## src/rtl/uopSeqPkg.sv

```systemverilog
`default_nettype none

package uopSeqPkg;
	// Instructions the decoder picks out for expansion
	typedef enum logic [2:0] {plain, rsr, mla, bl, blx, ldm, stm} instrKind;

	typedef enum logic [2:0] {
		ready, // Next word starts a new series
		rsrOp, // Operation on Rz pending
		mlaAdd, // Accumulate pending
		branch, // Plain branch pending
		branchX, // BX pending
		multi, // Block transfer running
		multiWb // Base update pending
	} seqState;

	typedef enum logic [3:0] {
		passThrough, rsrShift, rsrExec, mlaMul, mlaAcc, linkSave, branchPlain,
		branchExch, multiFirst, multiNext, multiFiller, multiWriteback
	} uopStep;

	// Bit 3 steers the RA1 mux, bits 2..0 force Rz on WA3, RA2 and RA1
	typedef logic [3:0] rzCtrl;
	typedef logic [4:0] regCount; // 0..16 registers
	typedef logic [11:0] startOffset;

	localparam rzCtrl rzNone = 4'b0000;
	localparam rzCtrl rzShiftDst = 4'b1100; // Result written to Rz
	localparam rzCtrl rzOnRa2 = 4'b0010; // Rz read as second operand
	localparam rzCtrl rzOnRa1 = 4'b0001; // Rz read as first operand or base
endpackage

`default_nettype wire

```

## src/rtl/armInstrPkg.sv

```systemverilog
`default_nettype none

package armInstrPkg;
	typedef logic [31:0] instrWord;

	localparam int condLsb = 28; // Condition field [31:28]
	localparam int rnLsb = 16; // Rn on data processing and transfers
	localparam int rdLsb = 12; // Rd on data processing and transfers
	localparam int pBit = 24; // Pre-index
	localparam int uBit = 23; // Up, add the offset
	localparam int wBit = 21; // Base writeback
	localparam int sBit = 20; // Set flags, data processing and multiply
	localparam int lBit = 20; // Load, transfers only
	localparam int regListWidth = 16;

	localparam logic [3:0] opMov = 4'b1101;
	localparam logic [3:0] opAdd = 4'b0100;
	localparam logic [3:0] opSub = 4'b0010;

	localparam logic [2:0] classDp = 3'b000; // Register operand, multiply, BX/BLX
	localparam logic [2:0] classDpImm = 3'b001; // Rotated immediate operand
	localparam logic [2:0] classSingle = 3'b010; // LDR/STR with 12-bit immediate
	localparam logic [2:0] classBlock = 3'b100; // LDM/STM
	localparam logic [2:0] classBranch = 3'b101; // B and BL, bit 24 is the link

	localparam logic [6:0] mlaCode = 7'b0000001; // Bits [27:21] of MLA
	localparam logic [3:0] mulPattern = 4'b1001; // Bits [7:4] of every multiply
	localparam logic [23:0] blxPattern = {8'b0001_0010, 12'hfff, 4'b0011}; // Bits [27:4]
	localparam logic [3:0] condNever = 4'b1111; // NV, never executes

	localparam logic [3:0] rzIndex = 4'd15; // Register field value that selects Rz
	localparam logic [11:0] pcOffsetWord = 12'd4; // One word
endpackage

`default_nettype wire
```

## src/rtl/microOpSequencer.sv

```systemverilog
`default_nettype none

module microOpSequencer (
	input logic clk,
	input logic reset,
	input armInstrPkg::instrWord defaultInstr,
	input logic stallUop,
	output logic instrMux,
	output logic doNotUpdateFlag,
	output logic uOpStall,
	output logic ldmStmForward,
	output logic prevRsrState,
	output logic keepV,
	output uopSeqPkg::rzCtrl regFileRz,
	output armInstrPkg::instrWord uOpInstr
);
	uopSeqPkg::instrKind kind;
	uopSeqPkg::uopStep step;
	uopSeqPkg::regCount remaining;
	uopSeqPkg::startOffset startImm;
	logic [3:0] nextReg;
	logic fromInstr;
	logic addUp;

	instrDecoder decoder_i (
		.defaultInstr(defaultInstr),
		.kind(kind)
	);

	regListTracker tracker_i (
		.clk(clk),
		.reset(reset),
		.advance(~stallUop), // List moves with the FSM
		.fromInstr(fromInstr),
		.defaultInstr(defaultInstr),
		.nextReg(nextReg),
		.remaining(remaining),
		.startImm(startImm),
		.addUp(addUp)
	);

	uopFsm fsm_i (
		.clk(clk),
		.reset(reset),
		.stallUop(stallUop),
		.kind(kind),
		.remaining(remaining),
		.writeBack(defaultInstr[armInstrPkg::wBit]),
		.fromInstr(fromInstr),
		.step(step),
		.uOpStall(uOpStall)
	);

	uopEncoder encoder_i (
		.defaultInstr(defaultInstr),
		.step(step),
		.nextReg(nextReg),
		.startImm(startImm),
		.addUp(addUp),
		.remaining(remaining),
		.uOpInstr(uOpInstr),
		.instrMux(instrMux),
		.doNotUpdateFlag(doNotUpdateFlag),
		.ldmStmForward(ldmStmForward),
		.prevRsrState(prevRsrState),
		.keepV(keepV),
		.regFileRz(regFileRz)
	);
endmodule

`default_nettype wire

```

## src/rtl/uopEncoder.sv

```systemverilog
`default_nettype none

module uopEncoder (
	input armInstrPkg::instrWord defaultInstr,
	input uopSeqPkg::uopStep step,
	input logic [3:0] nextReg,
	input uopSeqPkg::startOffset startImm,
	input logic addUp,
	input uopSeqPkg::regCount remaining,
	output armInstrPkg::instrWord uOpInstr,
	output logic instrMux,
	output logic doNotUpdateFlag,
	output logic ldmStmForward,
	output logic prevRsrState,
	output logic keepV,
	output uopSeqPkg::rzCtrl regFileRz
);
	logic [3:0] cond;
	logic [3:0] baseReg;
	logic [3:0] wbOp;

	assign cond = defaultInstr[armInstrPkg::condLsb +: 4];
	assign baseReg = defaultInstr[armInstrPkg::rnLsb +: 4];
	assign wbOp = addUp ? armInstrPkg::opAdd : armInstrPkg::opSub; // Follows the U bit

	always_comb begin
		uOpInstr = defaultInstr;
		instrMux = (step != uopSeqPkg::passThrough); // Any micro-op replaces the word
		doNotUpdateFlag = 1'b0;
		ldmStmForward = 1'b0;
		prevRsrState = 1'b0;
		keepV = 1'b0;
		regFileRz = uopSeqPkg::rzNone;
		case (step)
			uopSeqPkg::rsrShift: begin // MOV Rz, Rm shift Rs
				uOpInstr = {cond, armInstrPkg::classDp, armInstrPkg::opMov, 1'b0, 4'd0,
					armInstrPkg::rzIndex, defaultInstr[11:0]};
				doNotUpdateFlag = 1'b1; // Shift carry must not reach CPSR
				regFileRz = uopSeqPkg::rzShiftDst;
			end
			uopSeqPkg::rsrExec: begin
				uOpInstr = {defaultInstr[31:12], 8'd0, armInstrPkg::rzIndex}; // Op on Rz unshifted
				prevRsrState = 1'b1;
				regFileRz = uopSeqPkg::rzOnRa2;
			end
			uopSeqPkg::mlaMul: begin // MUL Rz, Rm, Rs with no flags
				uOpInstr = {cond, 8'd0, armInstrPkg::rzIndex, 4'd0, defaultInstr[11:0]};
				keepV = 1'b1;
				regFileRz = uopSeqPkg::rzShiftDst;
			end
			uopSeqPkg::mlaAcc: begin
				// MLA keeps Rd in [19:16] and Rn in [15:12]
				uOpInstr = {cond, armInstrPkg::classDp, armInstrPkg::opAdd,
					defaultInstr[armInstrPkg::sBit], armInstrPkg::rzIndex,
					defaultInstr[armInstrPkg::rnLsb +: 4], 8'd0,
					defaultInstr[armInstrPkg::rdLsb +: 4]};
				doNotUpdateFlag = 1'b1;
				prevRsrState = 1'b1;
				regFileRz = uopSeqPkg::rzOnRa1;
			end
			uopSeqPkg::linkSave: begin // SUB lr, pc, #4
				uOpInstr = {cond, armInstrPkg::classDpImm, armInstrPkg::opSub, 1'b0, 4'd15,
					4'd14, armInstrPkg::pcOffsetWord};
			end
			uopSeqPkg::branchPlain: uOpInstr = {defaultInstr[31:25], 1'b0, defaultInstr[23:0]};
			uopSeqPkg::branchExch: uOpInstr = {defaultInstr[31:6], 1'b0, defaultInstr[4:0]}; // BX
			uopSeqPkg::multiFirst: begin // Pre-indexed word transfer off Rn without writeback
				uOpInstr = {cond, armInstrPkg::classSingle, 1'b1, addUp, 2'b00,
					defaultInstr[armInstrPkg::lBit], baseReg, nextReg, startImm};
				doNotUpdateFlag = 1'b1;
			end
			uopSeqPkg::multiNext: begin // Next word above the last with its address in Rz
				uOpInstr = {cond, armInstrPkg::classSingle, 1'b1, 1'b1, 2'b00,
					defaultInstr[armInstrPkg::lBit], armInstrPkg::rzIndex, nextReg,
					armInstrPkg::pcOffsetWord};
				doNotUpdateFlag = 1'b1;
				ldmStmForward = 1'b1; // Previous address forwarded into Rz
				regFileRz = uopSeqPkg::rzOnRa1;
			end
			uopSeqPkg::multiFiller: begin
				uOpInstr = {armInstrPkg::condNever, armInstrPkg::classDpImm, armInstrPkg::opAdd,
					1'b0, 20'd0};
				doNotUpdateFlag = 1'b1;
			end
			uopSeqPkg::multiWriteback: begin // Rn = Rn +/- count ror 30
				uOpInstr = {cond, armInstrPkg::classDpImm, wbOp, 1'b0, baseReg, baseReg, 4'hf,
					3'd0, remaining};
				doNotUpdateFlag = 1'b1;
			end
			default: ;
		endcase
	end
endmodule

`default_nettype wire

```

## src/rtl/uopFsm.sv

```systemverilog
`default_nettype none

module uopFsm (
	input logic clk,
	input logic reset,
	input logic stallUop,
	input uopSeqPkg::instrKind kind,
	input uopSeqPkg::regCount remaining,
	input logic writeBack,
	output logic fromInstr,
	output uopSeqPkg::uopStep step,
	output logic uOpStall
);
	uopSeqPkg::seqState state;
	uopSeqPkg::seqState nextState;

	always_ff @(posedge clk) begin
		if (reset) begin
			state <= uopSeqPkg::ready;
		end else if (!stallUop) begin
			state <= nextState; // Frozen while the pipeline holds
		end
	end

	always_comb begin
		nextState = uopSeqPkg::ready;
		step = uopSeqPkg::passThrough;
		case (state)
			uopSeqPkg::ready: begin
				case (kind)
					uopSeqPkg::rsr: begin
						nextState = uopSeqPkg::rsrOp;
						step = uopSeqPkg::rsrShift;
					end
					uopSeqPkg::mla: begin
						nextState = uopSeqPkg::mlaAdd;
						step = uopSeqPkg::mlaMul;
					end
					uopSeqPkg::bl: begin
						nextState = uopSeqPkg::branch;
						step = uopSeqPkg::linkSave;
					end
					uopSeqPkg::blx: begin
						nextState = uopSeqPkg::branchX;
						step = uopSeqPkg::linkSave;
					end
					uopSeqPkg::ldm, uopSeqPkg::stm: begin
						nextState = uopSeqPkg::multi; // Even a one-register list
						step = uopSeqPkg::multiFirst;
					end
					default: ;
				endcase
			end
			uopSeqPkg::rsrOp: step = uopSeqPkg::rsrExec;
			uopSeqPkg::mlaAdd: step = uopSeqPkg::mlaAcc;
			uopSeqPkg::branch: step = uopSeqPkg::branchPlain;
			uopSeqPkg::branchX: step = uopSeqPkg::branchExch;
			uopSeqPkg::multi: begin
				if (remaining == 5'd0) begin
					step = uopSeqPkg::multiFiller; // Single register was sent first
				end else begin
					step = uopSeqPkg::multiNext;
					if (remaining == 5'd1) begin
						nextState = writeBack ? uopSeqPkg::multiWb : uopSeqPkg::ready;
					end else begin
						nextState = uopSeqPkg::multi;
					end
				end
			end
			uopSeqPkg::multiWb: step = uopSeqPkg::multiWriteback;
			default: ;
		endcase
	end

	// Tracker reads the list from the word at series start and for the base update
	assign fromInstr = (state == uopSeqPkg::ready) || (state == uopSeqPkg::multiWb);
	assign uOpStall = (nextState != uopSeqPkg::ready); // Keep fetch on this word
endmodule

`default_nettype wire

```

## src/rtl/regListTracker.sv

```systemverilog
`default_nettype none

module regListTracker (
	input logic clk,
	input logic reset,
	input logic advance,
	input logic fromInstr,
	input armInstrPkg::instrWord defaultInstr,
	output logic [3:0] nextReg,
	output uopSeqPkg::regCount remaining,
	output uopSeqPkg::startOffset startImm,
	output logic addUp
);
	logic [armInstrPkg::regListWidth-1:0] listNow; // Registers still to transfer
	logic [armInstrPkg::regListWidth-1:0] activeList;
	uopSeqPkg::regCount lessOne;

	// First cycle of a block transfer works on the full list
	assign activeList = fromInstr ? defaultInstr[armInstrPkg::regListWidth-1:0] : listNow;

	always_ff @(posedge clk) begin
		if (reset) begin
			listNow <= '0;
		end else if (advance) begin
			listNow <= activeList & (activeList - 1'b1); // Drop the register sent now
		end
	end

	// Lowest set bit wins, so transfers go in ascending order
	always_comb begin
		nextReg = '0;
		for (int i = armInstrPkg::regListWidth - 1; i >= 0; i--) begin
			if (activeList[i]) begin
				nextReg = 4'(i);
			end
		end
	end

	assign remaining = uopSeqPkg::regCount'($countones(activeList));
	assign lessOne = remaining - 5'd1;
	assign addUp = defaultInstr[armInstrPkg::uBit];

	// Offset from Rn to the lowest address of the block
	always_comb begin
		case ({defaultInstr[armInstrPkg::pBit], defaultInstr[armInstrPkg::uBit]})
			2'b00: startImm = {5'd0, lessOne, 2'b00}; // DA, Rn - 4n + 4
			2'b01: startImm = '0; // IA, Rn itself
			2'b10: startImm = {5'd0, remaining, 2'b00}; // DB, Rn - 4n
			default: startImm = armInstrPkg::pcOffsetWord; // IB, Rn + 4
		endcase
	end
endmodule

`default_nettype wire

```

## src/rtl/instrDecoder.sv

```systemverilog
`default_nettype none

module instrDecoder (
	input armInstrPkg::instrWord defaultInstr,
	output uopSeqPkg::instrKind kind
);
	logic isMla;
	logic isRsr;
	logic isBl;
	logic isBlx;
	logic isBlock;

	assign isMla = (defaultInstr[27:21] == armInstrPkg::mlaCode)
		&& (defaultInstr[7:4] == armInstrPkg::mulPattern); // Short accumulate only
	// Register shift amount, bit 7 low keeps multiplies out
	assign isRsr = (defaultInstr[27:25] == armInstrPkg::classDp) && !defaultInstr[7]
		&& defaultInstr[4]
		&& (defaultInstr[27:6] != armInstrPkg::blxPattern[23:2]); // Not BX/BLX
	assign isBl = (defaultInstr[27:24] == {armInstrPkg::classBranch, 1'b1}); // Link bit set
	assign isBlx = (defaultInstr[27:4] == armInstrPkg::blxPattern); // Register form
	assign isBlock = (defaultInstr[27:25] == armInstrPkg::classBlock);

	always_comb begin
		if (isMla) begin
			kind = uopSeqPkg::mla;
		end else if (isRsr) begin
			kind = uopSeqPkg::rsr;
		end else if (isBl) begin
			kind = uopSeqPkg::bl;
		end else if (isBlx) begin
			kind = uopSeqPkg::blx;
		end else if (isBlock) begin
			kind = defaultInstr[armInstrPkg::lBit] ? uopSeqPkg::ldm : uopSeqPkg::stm;
		end else begin
			kind = uopSeqPkg::plain; // Goes through untouched
		end
	end
endmodule

`default_nettype wire

```

## config.mk

```make
export PLATFORM = sky130hd
export DESIGN_NAME = microOpSequencer
export DESIGN_NICKNAME = d
export VERILOG_FILES = /design/src/rtl/uopSeqPkg.sv /design/src/rtl/armInstrPkg.sv /design/src/rtl/microOpSequencer.sv /design/src/rtl/uopEncoder.sv /design/src/rtl/uopFsm.sv /design/src/rtl/regListTracker.sv /design/src/rtl/instrDecoder.sv
export SDC_FILE = /design/constraint.sdc
export NUM_CORES = 1
export LEC_CHECK = 0
export ABC_AREA = 1
export BUFFER_PORTS_ARGS = -buffer_cell sky130_fd_sc_hd__buf_4
export CAP_MARGIN = 5
export CORE_MARGIN = 1
export CORE_UTILIZATION = 41
export DETAILED_ROUTE_END_ITERATION = 10
export GPL_TIMING_DRIVEN = 1
export MAX_ROUTING_LAYER = met4
export SKIP_LAST_GASP = 1
export SYNTH_ARGS = -nofsm -noshare
export SYNTH_HDL_FRONTEND = slang
export SYNTH_SLANG_ARGS = --single-unit
```

## constraint.sdc

```tcl
create_clock -name clk -period 15.39 [get_ports clk]
set_clock_uncertainty 0.2 [all_clocks]
set_input_delay 1.539 -clock clk [delete_from_list [all_inputs] [get_ports clk]]
set_output_delay 1.539 -clock clk [all_outputs]
set_load 0.03 [all_outputs]
```

=== Word level (Yosys, flattened, before mapping) ===
Cells that the tools add are included.

* Flip-flop bits (word level): 19
* Input bits: 35
* Output and inout bits: 42
* Logic and storage cells: 109

* Add/sub/neg operators: 17
* Equal/unequal tests: 32
* Multiplexer cells: 39
* Bitwise gates (word level): 1
* Reduce and logical (&&, ||, !) cells: 18

{| class="wikitable"
|+ Operators by type and width
! kind !! count
|-
| 32-bit case mux with 11 select lines || 1
|-
| 4-bit 2-to-1 mux || 16
|-
| 5-bit adder || 7
|-
| 4-bit case mux with 7 select lines || 1
|-
| 3-bit 2-to-1 mux || 9
|-
| 24-bit by 21-bit == test with 1-bit output, second input constant || 1
|-
| 4-bit == test, second input constant || 6
|-
| 22-bit by 19-bit != test with 1-bit output, second input constant || 1
|-
| 3-bit == test, second input constant || 7
|-
| 7-bit case mux with 3 select lines || 1
|-
| 1-bit by 1-bit adder with 2-bit output || 8
|-
| 16-bit AND || 1
|-
| 4-bit by 3-bit == test with 1-bit output, second input constant || 4
|-
| 16-bit 2-to-1 mux || 1
|-
| 4-bit case mux with 4 select lines || 1
|-
| 16-bit by 1-bit subtractor with 16-bit output, second input constant || 1
|-
| 3-bit case mux with 5 select lines || 1
|-
| 3-bit by 2-bit == test with 1-bit output, second input constant || 4
|-
| 4-bit case mux with 3 select lines || 1
|-
| 2-bit OR reduction || 5
|-
| 4-bit by 2-bit == test with 1-bit output, second input constant || 2
|-
| 7-bit by 1-bit == test with 1-bit output, second input constant || 1
|-
| 3-bit by 1-bit == test with 1-bit output, second input constant || 2
|-
| 3-bit logical NOT || 2
|-
| other kinds (16) || 23
|}

=== Longest topological paths before layout ===
Gate-level depths: netlist of run 1.

* Depth in word-level cells: 20
* Mapped depth: 34
* Depth with buffers taken out: 32

=== Cells and area by module ===
A second synthesis of run 1 with hierarchy kept.

* Cells, all modules: 567
* Area total of the unflattened synthesis: 3228.1 um^2

{| class="wikitable"
|+ By module, submodules not included
! module !! instances !! cells an instance !! area an instance (um^2) !! seq. area each (um^2)
|-
| regListTracker || 1 || 239 || 1632.8 || 300.3
|-
| uopEncoder || 1 || 210 || 997.2 || 0.0
|-
| uopFsm || 1 || 68 || 367.9 || 60.1
|-
| instrDecoder || 1 || 49 || 226.5 || 0.0
|-
| microOpSequencer || 1 || 1 || 3.8 || 0.0
|}

=== Worst setup path before layout of run 1 ===
No wires, ideal clock.

* Path type: input to output
* From: input port defaultInstr[14]
* To: output port uOpInstr[16]
* Arrival time: 6.729 ns
* Data required time: 13.651 ns
* Slack: 6.922 ns
* Stages: 24
* Path buffers: 0
* Cell sequence: inv_1 -> nand2_1 -> o21ai_1 -> inv_1 -> ha_1 -> inv_1 -> fa_1 -> fa_1 -> fa_1 -> fa_1 -> inv_1 -> ha_1 -> inv_1 -> fa_1 -> inv_1 -> nor2_2 -> nand2_2 -> o21ai_4 -> inv_2 -> a21oi_1 -> nand3_2 -> nor2_1 -> nand2_1 -> o21ai_1

* Longest elaborated chain between the ends: 11

{| class="wikitable"
|+ Ends and longest elaborated chain
! item !! RTL line !! RTL
|-
| start, declared || microOpSequencer.sv:6 || <nowiki>input armInstrPkg::instrWord defaultInstr,</nowiki>
|-
| branches (longest 8 deep; another with 5-bit adder) || -- ||
|-
| 4-bit case mux with 7 select lines (*) || uopFsm.sv:28 || <nowiki>case (state)</nowiki>
|-
| 4-bit == test, or another cell as far along || uopEncoder.sv:34 || <nowiki>case (step)</nowiki>
|-
| 32-bit case mux with 11 select lines (*) || uopEncoder.sv:34 ||
|-
| end, declared || microOpSequencer.sv:15 || <nowiki>output armInstrPkg::instrWord uOpInstr</nowiki>
|}

Mark *: on every way between the ends.

=== Worst setup path after layout of run 1 ===
* From: register fsm_i.state[1]
* To: output port uOpInstr[8]

* Longest elaborated chain between the ends: 12

{| class="wikitable"
|+ Ends and longest elaborated chain
! item !! RTL line !! RTL
|-
| start, declared || uopFsm.sv:14 || <nowiki>uopSeqPkg::seqState state;</nowiki>
|-
| start signal, assigned || uopFsm.sv:19 || <nowiki>state <= uopSeqPkg::ready;</nowiki>
|-
| start signal, assigned || uopFsm.sv:21 || <nowiki>state <= nextState;</nowiki>
|-
| 3-bit == test or 3-bit logical NOT (tied branches) || uopFsm.sv:28, uopFsm.sv:76 ||
|-
| 1-bit logical OR || uopFsm.sv:76 || <nowiki>assign fromInstr = (state == uopSeqPkg::ready) || (state == uopSeqPkg::multiWb);</nowiki>
|-
| 16-bit 2-to-1 mux || regListTracker.sv:19 || <nowiki>assign activeList = fromInstr ? defaultInstr[armInstrPkg::regListWidth-1:0] : listNow;</nowiki>
|-
| 1-bit by 1-bit adder with 2-bit output (not written as such) || regListTracker.sv:39 || <nowiki>assign remaining = uopSeqPkg::regCount'($countones(activeList));</nowiki>
|-
| 5-bit adder (not written as such) (3 in series) || regListTracker.sv:39 ||
|-
| 5-bit logical NOT || uopFsm.sv:59 || <nowiki>if (remaining == 5'd0) begin</nowiki>
|-
| 2-bit 2-to-1 mux || uopFsm.sv:59 ||
|-
| 4-bit case mux with 7 select lines (*) || uopFsm.sv:28 ||
|-
| 4-bit == test, or another cell as far along || uopEncoder.sv:34 ||
|-
| 32-bit case mux with 11 select lines (*) || uopEncoder.sv:34 ||
|}

Every way passes the cells marked *; elsewhere a longest branch is shown, timed or not.

==> results.cfg, run 1 <==
[outcome]
status = completed

[synthesis]
ys_ff_latch = 18
synth_area_per_cell_um2 = 6.32
yosysTopAreaCellShare_pct = 12.7
syn_area_um2 = 3080
syn_inst = 487
ys_warn_count = 0
yosysMostFrequentCell = nand2_1
async_reset_ff_share_pct = 0
synthDistinctLibCells = 50
synth_area_leader_cell = nand2_1
syn_nets = 557
seq_area_frac_synth_pct = 11.7
synth_ff_type = dfxtp_1
yosys-top-cells-area = nand2_1 (13%), dfxtp_1 (12%), inv_1 (12%)
yosys-top-cells-count = nand2_1 (104), inv_1 (95), o21ai_0 (36)
synth-edff-count = 0

[sta]
slew_headroom_pct = 34.2
setup_ws_ns = 6.55
final.min_clock_period_ns = 8.84
hold_viol = 0
setup_violations = 0
max_clock_freq_ghz = 0.113
worst_pin_slew_ns = 0.980
drv_slew = 0
tns_ns = 0
finalCritPeriodShare_pct = 57.4
rsz0062_at_grt = false

[cells_and_area]
antennaDiodeCount = 0
area_growth_pct = 22.1
fin_cells = 656
drive_above_1_share_pct = 23.7
nets = 628

[cts]
h-tree-depth = 1
cts_tree = yes
cts-root-buf = clkbuf_8
cts_setup_buffers = 0
cts_num_sinks = 18
cts_resized = 0
clk_pin_slew_worst_paths_ns = 0.07
cts_buffer_depth = 2
ctsHoldBuffers = 0
clk_latency_ns = 0.26
cts_buffers = 3

[die]
fp.dieW_um = 88.7
num_rows = 31
die_y_um = 88.7
core-area_um2 = 7250
dieArea_um2 = 7860
start_util_pct = 42.5
io_pins = 77

[global_route]
grt_max_degree = 30
antenna_found_initial = 0
overflow = 0
track_usage_pct = 28.2
grt_pass1_wl_um = 16300
grt_pass1_vias = 3157

[critical_path]
worstPathMaxFanout = 29
worst_r2r_endpoint = fsm_i.state[0]
crit_required_ns = 13.65
r2r-start = fsm_i.state[1]
r2r_setup_slack_ns = 8.81
crit_arrival_ns = 7.10
rr_worst_depth = 24
crit_path_top_delay_cell = nand2_2
path_class = flop to output pin
critical_path.max_stage_delay_ns = 0.63
critical_path.startpoint_type = flop
end_kind = output pin

[min_path]
holdCritStartpoint = tracker_i.listNow[15]
hold_path_depth = 2
min_to = tracker_i.listNow[15]
hold_class = flop to flop

[placement]
post-dp-hpwl_um = 8770
gp_congestion = 0.991
pre_cts_slack_ns = 6.62
port_buffers = 76
dp.cells = 652

[drt]
ant_nets = 0
routed_via_density = 5.37
drt_wl_total_um = 10600
vias = 3525
first_pass_iters = 5
drtIter0Drc = 205
wl_per_cell_um = 16.1
drc = 0

[power]
powerDensity_nw_per_um2 = 183
p_leak_uw = 0.00198
vdd_drop_max_mv = 0.120

[job]
cap_violations = 0
## power by group
part	internal (µW)	total (µW)	leakage, µW	switching (µW)
combinational	213	594	0.00181	381
clock	22.8	39.8	0.0000288	17.0
sequential	50.6	53.6	0.000149	3.01
total	286	687	0.00198	401
## metal layers
metal  vias up  wire (µm)  GRT usage [%]  share of wire, %
li1       1744          -              -                 -
met1      1618       4620           35.8                44
met2       141       5130           48.2                49
met3        22        517           1.21               4.9
met4         0        299           9.09               2.8
met5         -          0              -                 0
## through the flow
stage	cell area, µm²	total power (µW)	hold WS [ns]	utilization, %
2_1_floorplan	3080	497	0.230	-
3_3_place_gp	3710	637	0.245	51.1
3_5_place_dp	3710	644	0.246	51.1
4_1_cts	3760	686	0.256	51.9
5_1_grt	3760	767	0.275	51.9
6_report	3760	687	0.255	51.9
## layout by cell type (no fill, tap or decap), types with 11 or more instances in the layout
master,netlist,routed
nand4_1,13,13
inv_1,95,95
o21ai_0,36,36
ha_1,24,24
a21oi_1,32,32
nand2_1,104,104
o21ai_2,11,11
fa_1,11,11
dfxtp_1,18,18
buf_4,2,76
nor2_1,18,18
nand3_1,25,25
## worst max-delay path by stage
stage                           startpoint           end  slack (ns)
after CTS                   fsm_i.state[1]   uOpInstr[8]        6.58
after detailed placement  defaultInstr[14]   uOpInstr[6]        6.62
after global routing        fsm_i.state[1]   uOpInstr[8]        6.06
final                       fsm_i.state[1]   uOpInstr[8]        6.55
after floorplan           defaultInstr[14]  uOpInstr[16]        6.92
after global placement    defaultInstr[14]   uOpInstr[8]        6.75
## cell type report
type / instances / area [µm²]
clock buffer: 4 / 55.1
fill: 757 / 3490
multi-input combinational: 353 / 2250
sequential: 18 / 360
timing repair buffer: 76 / 571
tap: 99 / 124
inverter: 106 / 400
## state kept, by name, summed over array words and instances (netlist names)
name and cells:
fsm_i.state 3, tracker_i.listNow 15
## worst max-delay path, delay by kind of cell, from the launching register on
kind	cells	cell delay [ns]
AND/OR/NAND/NOR	10	2.27
adder cells (fa/ha/maj)	7	2.91
flip-flops	1	0.53
AO/OA/AOI/OAI	3	0.53
buffers and inverters	7	0.57
## logic make-up after synthesis
family,count (synthesis),synth area share [%]
simple gates,202,32.4
buf+inv,116,15.2
compound gates,115,23.5
fa+ha+maj,35,16.9
flops,18,11.7
xor+xnor,1,0.284
No activity file was read; power rests on OpenSTA's default activity.
==> inputs of run 2 (changes only) <==
--- a/config.mk
+++ b/config.mk
@@ -13,6 +13,7 @@
 export DETAILED_ROUTE_END_ITERATION = 10
 export GPL_TIMING_DRIVEN = 1
 export MAX_ROUTING_LAYER = met4
+export PLACE_DENSITY = 0.67
 export SKIP_LAST_GASP = 1
 export SYNTH_ARGS = -nofsm -noshare
 export SYNTH_HDL_FRONTEND = slang
==> constraint.sdc (replaced) <==
create_clock -name clk -period 7.5 [get_ports clk]
set_clock_uncertainty 0.2 [all_clocks]
set_input_delay 0.75 -clock clk [delete_from_list [all_inputs] [get_ports clk]]
set_output_delay 0.75 -clock clk [all_outputs]
set_load 0.03 [all_outputs]
==> run 2 against run 1 <==
- sequential cell count is the same
- critical path type unchanged
- non-clock buffer count grew 6
- routed wire length grew 2.0%
- final cell count grew 0.91%
- global-route usage grew 0.064 points
- sequential power grew 110%
- first-iteration DRC count shrank 7.8%
- largest cell class unchanged
- largest power group unchanged
- sequential share of layout area shrank 0.21 points
- core utilization grew 2.4 points
==> results.cfg, run 2 (synthesis results as in run 1) <==
[outcome]
status = completed

[drt]
ant_nets = 0
first_pass_iters = 5
routed_via_density = 5.41
wl_per_cell_um = 16.3
drtIter0Drc = 189
drc = 0
vias = 3581
drt_wl_total_um = 10800

[power]
p_switching_uw = 849
switching_share_pct = 58.0
p_int_uw = 615
p_clk_share_pct = 5.5
vdd_drop_max_mv = 0.267
combPwrFrac_pct = 86.9
pwr-share-seq_pct = 7.6
p_leak_uw = 0.00205
powerDensity_nw_per_um2 = 372

[cts]
cts-root-buf = clkbuf_8
h-tree-depth = 1
cts_tree = yes
ctsHoldBuffers = 0
cts_buffers = 3
clk_pin_slew_worst_paths_ns = 0.07
clk_latency_ns = 0.26
cts_num_sinks = 18
cts_buffer_depth = 2

[placement]
gp_congestion = 0.973
dp.cells = 656
post-dp-hpwl_um = 8860
pre_cts_slack_ns = 0.137
port_buffers = 76

[critical_path]
r2r-start = fsm_i.state[0]
crit_top_cell = inv_1
crit_path_top_delay_cell = fa_2
end_kind = output pin
crit_arrival_ns = 6.27
worstPathMaxFanout = 16
startpoint = fsm_i.state[0]
critical_path.max_stage_delay_ns = 0.56
crit_required_ns = 6.55
worst_r2r_endpoint = fsm_i.state[0]
setup.worst_path.end = uOpInstr[8]
critical_path.startpoint_type = flop
r2r_setup_slack_ns = 1.61
path_class = flop to output pin
rr_worst_depth = 27

[min_path]
hold_path_depth = 2
hold_class = flop to flop

[cells_and_area]
mostFrequentLayoutCell = nand2_1
fin_cells = 662
max_flop_register = tracker_i.listNow
reg_top3 = tracker_i.listNow x15, fsm_i.state x3
nets = 634
area_growth_pct = 27.9
antennaDiodeCount = 0
final_util_pct = 54.3
drive_above_1_share_pct = 26.8
largest_reg_flops = 15
layout_common_cells = nand2_1 (100), inv_1 (95), buf_4 (80)

[sta]
rsz0062_at_grt = false
hold_viol = 0
tns_ns = 0
setup_violations = 0
setup_ws_ns = 0.279
finalCritPeriodShare_pct = 96.3
final.min_clock_period_ns = 7.22
worst_pin_slew_ns = 1.18
drv_slew = 0
max_clock_freq_ghz = 0.138
slew_headroom_pct = 20.9

[die]
core-area_um2 = 7250
fp.dieW_um = 88.7
die_y_um = 88.7
start_util_pct = 42.5
dieArea_um2 = 7860
io_pins = 77
num_rows = 31

[global_route]
antenna_found_initial = 0
grt_max_degree = 30
grt_pass1_wl_um = 16400
overflow = 0
track_usage_pct = 28.3
grt_pass1_vias = 3291

[job]
cap_violations = 0
-- run 2: layout make-up --
cell class	count	area (µm²)
well taps	99	124
repair buffers	82	646
fillers	731	3310
multi-input cells	353	2340
inverters	106	400
clock buffers	4	55.1
flip-flops and latches	18	369
-- run 2: metal layers --
| metal | part of all wire (%) | global-route usage [%] | vias to the layer above |
|---|---|---|---|
| li1 | - | - | 1755 |
| met2 | 49 | 48.5 | 154 |
| met3 | 5.2 | 1.40 | 21 |
| met1 | 43 | 34.7 | 1651 |
| met4 | 3.0 | 11.4 | 0 |
| met5 | 0 | - | - |
-- run 2: repair_timing --
| item | CTS | global route |
|---|---|---|
| pin swaps | 0 | 3 |
| gates resized for setup | 4 | 22 |
| cloned | 0 | 1 |
| endpoints found under the setup margin | 26 | 32 |
| setup buffers | 0 | 1 |
-- run 2: worst min-delay path by stage --
stage                     startpoint               endpoint  slack, ns
2_1_floorplan  tracker_i.listNow[15]  tracker_i.listNow[15]       0.23
3_3_place_gp   tracker_i.listNow[15]  tracker_i.listNow[15]       0.24
3_5_place_dp   tracker_i.listNow[15]  tracker_i.listNow[15]       0.26
4_1_cts        tracker_i.listNow[15]  tracker_i.listNow[15]       0.27
5_1_grt        tracker_i.listNow[15]  tracker_i.listNow[15]       0.28
6_report       tracker_i.listNow[15]  tracker_i.listNow[15]       0.27
-- run 2: through the flow --
step	area, µm²	total power [µW]	hold slack, ns
final	3940	1460	0.269
after global routing	3940	1630	0.283
after CTS	3810	1420	0.273
after detailed placement	3750	1330	0.263
after global placement	3750	1320	0.245
after floorplan	3080	1020	0.230
-- run 2: power by group through the flow --
stage               combinational, µW  sequential [µW]  clock, µW
floorplan                         908              111          0
global placement                 1210              113          0
detailed placement               1220              113          0
CTS                              1230              111       82.0
global route                     1440              112       86.7
finish                           1270              111       80.9
-- run 2: critical path: cells and delay by family (launching register included) --
kind	cells	cell delay (ns)
and+or+nand+nor	9	1.24
adders and majority gates	7	2.81
AOI/OAI and AO/OA	3	0.51
buffers and inverters	11	1.05
DFF	1	0.40
